===== config.mk =====
export PLATFORM = sky130hd
export DESIGN_NAME = cache_top
export DESIGN_NICKNAME = d
export VERILOG_FILES = /design/src/logic/cache_geometry_pkg.sv /design/src/logic/cache_bus_pkg.sv /design/src/logic/cache_controller.sv /design/src/logic/cache_data_array.sv /design/src/logic/cache_tag_array.sv /design/src/logic/cache_top.sv
export SDC_FILE = /design/constraint.sdc
export NUM_CORES = 2
export LEC_CHECK = 0
export BUFFER_PORTS_ARGS = -buffer_cell sky130_fd_sc_hd__buf_2
export CAP_MARGIN = 10
export CORE_MARGIN = 2
export CORE_UTILIZATION = 36
export CTS_CLUSTER_DIAMETER = 100
export DETAILED_ROUTE_END_ITERATION = 8
export GPL_TIMING_DRIVEN = 1
export PLACE_DENSITY = 0.59
export SLEW_MARGIN = 20
export SYNTH_ARGS = -nofsm -noshare
export SYNTH_HDL_FRONTEND = slang
export SYNTH_SLANG_ARGS = --single-unit

===== constraint.sdc =====
create_clock -name clk -period 21.5 [get_ports clk]
set_input_delay 4.3 -clock clk [delete_from_list [all_inputs] [get_ports clk]]
set_output_delay 4.3 -clock clk [all_outputs]
set_load 0.02 [all_outputs]

===== src/logic/cache_geometry_pkg.sv =====
package cache_geometry_pkg;

    // word and line sizes
    localparam int WORD_W         = 32;
    localparam int WORDS_PER_LINE = 4;
    localparam int LINE_W         = WORDS_PER_LINE * WORD_W; // 128

    // organization
    localparam int NUM_SETS = 4;
    localparam int NUM_WAYS = 2;

    // 30-bit word address split as tag | index | offset
    localparam int OFFSET_W    = $clog2(WORDS_PER_LINE);
    localparam int INDEX_W     = $clog2(NUM_SETS);
    localparam int TAG_W       = 26;
    localparam int LINE_ADDR_W = TAG_W + INDEX_W; // 28

    typedef logic [WORD_W-1:0]   word_t;
    typedef logic [LINE_W-1:0]   line_t; // word 0 in bits 31:0
    typedef logic [TAG_W-1:0]    tag_t;
    typedef logic [INDEX_W-1:0]  index_t;
    typedef logic [OFFSET_W-1:0] offset_t;
    typedef logic                way_t;

    // lookup view
    typedef struct packed {
        tag_t    tag;
        index_t  index;
        offset_t offset;
    } addr_fields_t;

    // memory view
    typedef struct packed {
        logic [LINE_ADDR_W-1:0] line_addr;
        offset_t                offset;
    } addr_line_t;

    typedef union packed {
        addr_fields_t fields;
        addr_line_t   line;
    } word_addr_u;

endpackage


===== src/logic/cache_bus_pkg.sv =====
package cache_bus_pkg;

    // processor side, held steady while stalled
    typedef struct packed {
        logic                           read;
        logic                           write;
        cache_geometry_pkg::word_addr_u addr;
        cache_geometry_pkg::word_t      wdata;
    } proc_req_t;

    // memory side, one of read or write held until ready
    typedef struct packed {
        logic                                       read;
        logic                                       write;
        logic [cache_geometry_pkg::LINE_ADDR_W-1:0] line_addr;
        cache_geometry_pkg::line_t                  wdata;
    } mem_req_t;

    typedef struct packed {
        logic                      ready; // one cycle per transaction
        cache_geometry_pkg::line_t rdata;
    } mem_resp_t;

endpackage


===== src/logic/cache_controller.sv =====
`timescale 1ns/1ps

module cache_controller (
    input  logic                     clk,
    input  logic                     proc_reset,
    input  cache_bus_pkg::proc_req_t proc_req,
    input  cache_bus_pkg::mem_resp_t mem_resp,
    input  logic                     hit,
    input  cache_geometry_pkg::way_t hit_way,
    input  cache_geometry_pkg::way_t victim_way,
    input  logic                     victim_dirty,
    input  cache_geometry_pkg::tag_t victim_tag,
    input  cache_geometry_pkg::line_t victim_line,
    output logic                     proc_stall,
    output cache_bus_pkg::mem_req_t  mem_req,
    output cache_geometry_pkg::way_t access_way,
    output logic                     touch,
    output logic                     fill,
    output logic                     fill_dirty,
    output logic                     set_dirty,
    output logic                     write_word,
    output logic                     fill_line
);

    typedef enum logic [1:0] {
        IDLE,
        WRITEBACK,
        ALLOCATE
    } state_t;

    state_t state;
    state_t state_next;

    logic req_valid;
    logic idle_hit;
    logic miss;
    logic refill_done;

    assign req_valid   = proc_req.read | proc_req.write;
    assign idle_hit    = (state == IDLE) & req_valid & hit;
    assign miss        = (state == IDLE) & req_valid & ~hit;
    assign refill_done = (state == ALLOCATE) & mem_resp.ready;

    always_comb begin
        state_next = state;
        case (state)
            IDLE: begin
                if (miss) begin
                    // dirty victim goes out before the refill
                    state_next = victim_dirty ? WRITEBACK : ALLOCATE;
                end
            end
            WRITEBACK: begin
                if (mem_resp.ready) begin
                    state_next = ALLOCATE;
                end
            end
            ALLOCATE: begin
                if (mem_resp.ready) begin
                    state_next = IDLE;
                end
            end
            default: state_next = IDLE;
        endcase
    end

    always_ff @(posedge clk) begin
        if (proc_reset) begin
            state <= IDLE;
        end else begin
            state <= state_next;
        end
    end

    // victim way stays put during a miss since mru only moves on touch or fill
    assign access_way = (state == IDLE) ? hit_way : victim_way;

    always_comb begin
        case (state)
            IDLE:      proc_stall = miss;
            WRITEBACK: proc_stall = 1'b1;
            ALLOCATE:  proc_stall = ~mem_resp.ready; // released on the refill edge
            default:   proc_stall = 1'b1;
        endcase
    end

    always_comb begin
        mem_req.read  = (state == ALLOCATE);
        mem_req.write = (state == WRITEBACK);
        if (state == WRITEBACK) begin
            mem_req.line_addr = {victim_tag, proc_req.addr.fields.index};
        end else begin
            mem_req.line_addr = proc_req.addr.line.line_addr;
        end
        mem_req.wdata = victim_line;
    end

    // array strobes
    assign touch      = idle_hit;
    assign set_dirty  = idle_hit & proc_req.write;
    assign write_word = (idle_hit | refill_done) & proc_req.write;
    assign fill       = refill_done;
    assign fill_line  = refill_done;
    assign fill_dirty = proc_req.write; // write-allocate leaves the line dirty

endmodule


===== src/logic/cache_data_array.sv =====
`timescale 1ns/1ps

module cache_data_array (
    input  logic                        clk,
    input  cache_geometry_pkg::index_t  index,
    input  cache_geometry_pkg::offset_t offset,
    input  cache_geometry_pkg::way_t    access_way,
    input  cache_geometry_pkg::word_t   wdata,
    input  logic                        write_word,
    input  logic                        fill_line,
    input  cache_geometry_pkg::line_t   fill_data,
    output cache_geometry_pkg::word_t   rd_word,
    output cache_geometry_pkg::line_t   victim_line
);

    cache_geometry_pkg::line_t lines [cache_geometry_pkg::NUM_SETS][cache_geometry_pkg::NUM_WAYS];

    cache_geometry_pkg::line_t stored_line;
    cache_geometry_pkg::line_t new_line;

    assign stored_line = lines[index][access_way];
    assign victim_line = stored_line; // read out during write-back

    // incoming line or stored line, with the processor word merged in
    always_comb begin
        new_line = fill_line ? fill_data : stored_line;
        if (write_word) begin
            new_line[offset*cache_geometry_pkg::WORD_W +: cache_geometry_pkg::WORD_W] = wdata;
        end
    end

    always_comb begin
        if (fill_line) begin
            // refill cycle, forward from the arriving line
            rd_word = new_line[offset*cache_geometry_pkg::WORD_W +: cache_geometry_pkg::WORD_W];
        end else begin
            rd_word = stored_line[offset*cache_geometry_pkg::WORD_W +: cache_geometry_pkg::WORD_W];
        end
    end

    always_ff @(posedge clk) begin
        if (fill_line || write_word) begin
            lines[index][access_way] <= new_line;
        end
    end

endmodule


===== src/logic/cache_tag_array.sv =====
`timescale 1ns/1ps

module cache_tag_array (
    input  logic                       clk,
    input  logic                       proc_reset,
    input  cache_geometry_pkg::index_t index,
    input  cache_geometry_pkg::tag_t   tag,
    input  logic                       touch,
    input  logic                       fill,
    input  logic                       fill_dirty,
    input  logic                       set_dirty,
    input  cache_geometry_pkg::way_t   access_way,
    output logic                       hit,
    output cache_geometry_pkg::way_t   hit_way,
    output cache_geometry_pkg::way_t   victim_way,
    output logic                       victim_dirty,
    output cache_geometry_pkg::tag_t   victim_tag
);

    cache_geometry_pkg::tag_t tags [cache_geometry_pkg::NUM_SETS][cache_geometry_pkg::NUM_WAYS];

    logic [cache_geometry_pkg::NUM_WAYS-1:0] valid [cache_geometry_pkg::NUM_SETS];
    logic [cache_geometry_pkg::NUM_WAYS-1:0] dirty [cache_geometry_pkg::NUM_SETS];

    // most recently used way per set
    cache_geometry_pkg::way_t mru [cache_geometry_pkg::NUM_SETS];

    always_comb begin
        hit     = 1'b0;
        hit_way = '0;
        for (int w = 0; w < cache_geometry_pkg::NUM_WAYS; w++) begin
            if (valid[index][w] && tags[index][w] == tag) begin
                hit     = 1'b1;
                hit_way = cache_geometry_pkg::way_t'(w);
            end
        end
    end

    assign victim_way   = ~mru[index]; // the other way
    assign victim_dirty = valid[index][victim_way] & dirty[index][victim_way];
    assign victim_tag   = tags[index][victim_way];

    // tags only matter once valid is set
    always_ff @(posedge clk) begin
        if (fill) begin
            tags[index][access_way] <= tag;
        end
    end

    always_ff @(posedge clk) begin
        if (proc_reset) begin
            for (int s = 0; s < cache_geometry_pkg::NUM_SETS; s++) begin
                valid[s] <= '0;
                dirty[s] <= '0;
                mru[s]   <= '0;
            end
        end else begin
            if (fill) begin
                valid[index][access_way] <= 1'b1;
                dirty[index][access_way] <= fill_dirty;
                mru[index]               <= access_way;
            end else begin
                if (touch) begin
                    mru[index] <= access_way;
                end
                if (set_dirty) begin
                    dirty[index][access_way] <= 1'b1;
                end
            end
        end
    end

endmodule


===== src/logic/cache_top.sv =====
`timescale 1ns/1ps

module cache_top (
    input  logic                      clk,
    input  logic                      proc_reset,
    input  cache_bus_pkg::proc_req_t  proc_req,
    output cache_geometry_pkg::word_t proc_rdata,
    output logic                      proc_stall,
    output cache_bus_pkg::mem_req_t   mem_req,
    input  cache_bus_pkg::mem_resp_t  mem_resp
);

    logic                      hit;
    cache_geometry_pkg::way_t  hit_way;
    cache_geometry_pkg::way_t  victim_way;
    logic                      victim_dirty;
    cache_geometry_pkg::tag_t  victim_tag;
    cache_geometry_pkg::line_t victim_line;
    cache_geometry_pkg::way_t  access_way;
    logic                      touch;
    logic                      fill;
    logic                      fill_dirty;
    logic                      set_dirty;
    logic                      write_word;
    logic                      fill_line;

    cache_tag_array u_tags (
        .clk          (clk),
        .proc_reset   (proc_reset),
        .index        (proc_req.addr.fields.index),
        .tag          (proc_req.addr.fields.tag),
        .touch        (touch),
        .fill         (fill),
        .fill_dirty   (fill_dirty),
        .set_dirty    (set_dirty),
        .access_way   (access_way),
        .hit          (hit),
        .hit_way      (hit_way),
        .victim_way   (victim_way),
        .victim_dirty (victim_dirty),
        .victim_tag   (victim_tag)
    );

    cache_data_array u_data (
        .clk         (clk),
        .index       (proc_req.addr.fields.index),
        .offset      (proc_req.addr.fields.offset),
        .access_way  (access_way),
        .wdata       (proc_req.wdata),
        .write_word  (write_word),
        .fill_line   (fill_line),
        .fill_data   (mem_resp.rdata),
        .rd_word     (proc_rdata),
        .victim_line (victim_line)
    );

    cache_controller u_ctrl (
        .clk          (clk),
        .proc_reset   (proc_reset),
        .proc_req     (proc_req),
        .mem_resp     (mem_resp),
        .hit          (hit),
        .hit_way      (hit_way),
        .victim_way   (victim_way),
        .victim_dirty (victim_dirty),
        .victim_tag   (victim_tag),
        .victim_line  (victim_line),
        .proc_stall   (proc_stall),
        .mem_req      (mem_req),
        .access_way   (access_way),
        .touch        (touch),
        .fill         (fill),
        .fill_dirty   (fill_dirty),
        .set_dirty    (set_dirty),
        .write_word   (write_word),
        .fill_line    (fill_line)
    );

endmodule


==> flow_summary.toml <==
[outcome]
status = "finished, final reports clean"

[logic_synthesis]
synth_most_common_cell = "edfxtp_1"
ys.flop_type = "edfxtp_1"
synth-simple-area-share = 0.0648
synth_top_family_by_area = "multiplexers"
yosys.area.top_type = "edfxtp_1"
yosys_register_bits = 1254
synth_cells = 3552
synth.avg_cell_area_sq_um = 15.8
synthMuxAreaShare = 0.163
synthesis.nets = 3752
synth_enable_flop_cells = 1252
ys_types = 65
synth_fa_ha_area_frac = 0.00111
synth_seq_area_share = 0.669
synth_common_cells = "edfxtp_1, nand2_1, mux4_2"
synth_top_area_frac = 0.668
syn_area_sq_um = 56300
netlist_top_cells_area = "edfxtp_1, mux4_2, nand2_1, o21ai_0, mux2i_1"
async_flop_share = 0
synth_xor_area_frac = 0.00732
synth_compound_area_frac = 0.0723
yosys_warnings = 0

[die]
design.core.area_sq_um = 156000
io_pins = 386
die_area_sq_um = 159000
rows = 145
die_y_microns = 399
die_w_microns = 399
start_util = 0.361

[timing]
final_max_slew_viol_count = 0
fin_crit_sh = 0.700
fmax_mhz = 66.4
fin_hold_ws_ns = 0.614
fin_setup_tns_ns = 0
setup_ws_ns = 6.45
skew_ns = 0.0512
tightest_slew_ns = 1.23
min_period_ns = 15.05
hold_viol = 0
setup_viol = 0
relSlewSlack = 0.179
rsz0062_at_grt = "no"

[cells_and_area]
multiInputGateArea_sq_um = 17500
nets = 4079
regArea_sq_um = 37600
fill_cells = 14166
syn2layout_area_growth_pct = 14.7
layout-drive-gt1-share = 0.281

[cts]
root_buffer = "clkbuf_16"
ctsHoldBuffers = 0
cts_tree = "yes"
cts_setup_buffers = 0
cts_buffers = 134
post_cts_resized = 0
clk_latency_ns = 0.78
h-tree-depth = 4
cts_buffer_depth = 3
clk_pin_slew_ns = 0.06
cts.sinks = 1254

[hold_path]
hold_class = "reg2reg"
hold_path_startpoint = "u_ctrl.state[1]"
hold-path-cell-count = 3
min_to = "u_ctrl.state[1]"

[flow_run]
drv_cap = 0

[global_routing]
grtUsageTotal = 0.232
grt_max_degree = 111
grt_pass1_vias = 34005
antenna_found_initial = 61
grt_overflow = 0
grt_pass1_wl_microns = 262000

[place]
pre_cts_ws_ns = 6.33
place_congestion = 0.871
hpwlAfterDp_microns = 121000
io_buffers = 385

[power_and_ir_drop]
p_leak_nw = 21.8
vdd_drop_max_mv = 0.0805
powerDensity_nw_per_um2 = 94.4

[route]
finalWirelength_microns = 188000
wl_per_cell_microns = 31.1
drc_errors = 0
vias = 35917
ant_nets = 0
drt_iter0_drc = 4367
first_pass_iters = 6
vias_per_cell = 5.93

[setup_path]
crit_chain = "buf_8 -> buf_4 -> buf_12 -> mux2_2 -> a221oi_1 -> o21ai_0 -> nor4_4 -> a41oi_4 -> buf_4 -> nor2_8 -> buf_4 -> a221o_1 -> a21oi_1 -> o32ai_1 -> buf_2"
cp_common_cell = "buf_4"
rrSetupSlack_ns = 15.71
r2r-end = "u_data.lines[3][203]"
reg2reg_depth = 11
crit_buf_inv = 6
crit_slowest_cell = "buf_4"
max_stage_delay_ns = 0.91
worstSetupPathType = "in2out"
startpoint_type = "input port"
r2r-start = "u_tags.tags[3][14]"
required_ns = 17.20
arrival_ns = 10.75
crit_family = "buffers and inverters"
crit_fanout = 110
end_kind = "output port"
-- metal layers --
layer | track usage | routed length [microns] | vias up
li1 | - | - | 14873
met1 | 0.315 | 73100 | 18558
met2 | 0.353 | 85800 | 2093
met3 | 0.0650 | 21500 | 339
met4 | 0.0904 | 7490 | 54
met5 | 0 | 360 | -
-- worst max path at each step --
stage	from	endpoint	slack, ns	depth (start not counted)
floorplan	proc_req[35]	u_data.lines[0][128]	5.64	11
global placement	proc_req[35]	proc_rdata[10]	6.33	15
detailed placement	proc_req[35]	proc_rdata[10]	6.33	15
CTS	proc_req[35]	proc_rdata[10]	6.33	15
global route	proc_req[35]	proc_rdata[10]	6.14	15
finish	proc_req[35]	proc_rdata[10]	6.45	15
-- cell type report --
| class | instances | share of cell area |
|---|---|---|
| sequential | 1254 | 0.583 |
| antenna | 23 | 0.000892 |
| clock buffer | 163 | 0.0536 |
| multi-input combinational | 2021 | 0.271 |
| inverter | 14 | 0.00120 |
| tap | 2058 | 0.0399 |
| clock inverter | 68 | 0.0110 |
| timing repair buffer | 454 | 0.0388 |
-- per-stage QoR --
| step | util | cell area (sq um) | power [mW] | cells |
|---|---|---|---|---|
| final | 0.415 | 64500 | 6.09 | 6055 |
| after global placement | 0.387 | 60300 | 3.90 | 5801 |
| after CTS | 0.414 | 64500 | 6.12 | 6032 |
| after global routing | 0.414 | 64500 | 6.27 | 6036 |
| after floorplan | - | 56300 | 3.49 | 3552 |
| after detailed placement | 0.387 | 60300 | 3.91 | 5801 |
-- placed cells by master, fill, tap and decap left out, drive strengths merged, types with 13 or more instances in the layout --
cell    synthesis  routed
a221o          27      27
clkinv          0      49
xnor2          37      37
nand2         343     343
nor2          181     181
o21ai         198     198
inv            14      22
mux4          292     292
o221ai         25      25
mux2i          96      96
and2           34      34
nor3           14      14
a21oi         128     128
mux2          131     131
o211ai         33      33
and3           20      20
a21o           14      14
a22oi          52      52
a31oi          64      64
buf            96     454
diode           0      23
edfxtp       1252    1252
o31ai          33      33
o22ai          13      13
nand3         192     192
clkbuf        167     163
-- cells by family (layout without fill, tap and decap cells) --
logic type / Yosys count / after routing
DFF: 1254 / 1254
and+or+nand+nor: 820 / 820
AOI/OAI and AO/OA: 630 / 630
muxes: 519 / 519
buffers and inverters: 277 / 699
xor gates and xnor gates: 47 / 47
adders and majority gates: 5 / 5
other: 0 / 23
-- sequential cells by signal, summed over array words and instances, names as in the netlist --
register / flops
u_data.lines: 1024
u_tags.tags: 208
u_tags.dirty: 8
u_tags.valid: 8
u_tags.mru: 4
u_ctrl.state: 2
-- worst reg2reg max path, stage by stage, from the launching register on --
cell      delay (ns)
edfxtp_1        0.35
mux4_2          0.50
xnor2_1         0.19
nand4_1         0.34
nor4_4          0.55
a41oi_4         0.36
buf_4           0.47
nor2_8          0.43
buf_4           0.92
mux2_4          0.44
nor2_1          0.05
o31ai_1         0.87
-- where the power goes --
group	total [mW]	internal, mW	switching [mW]
Sequential	2.86	2.85	0.00807
Clock	2.22	1.24	0.979
Combinational	1.01	0.291	0.722
(Power assumes the default switching activity.)
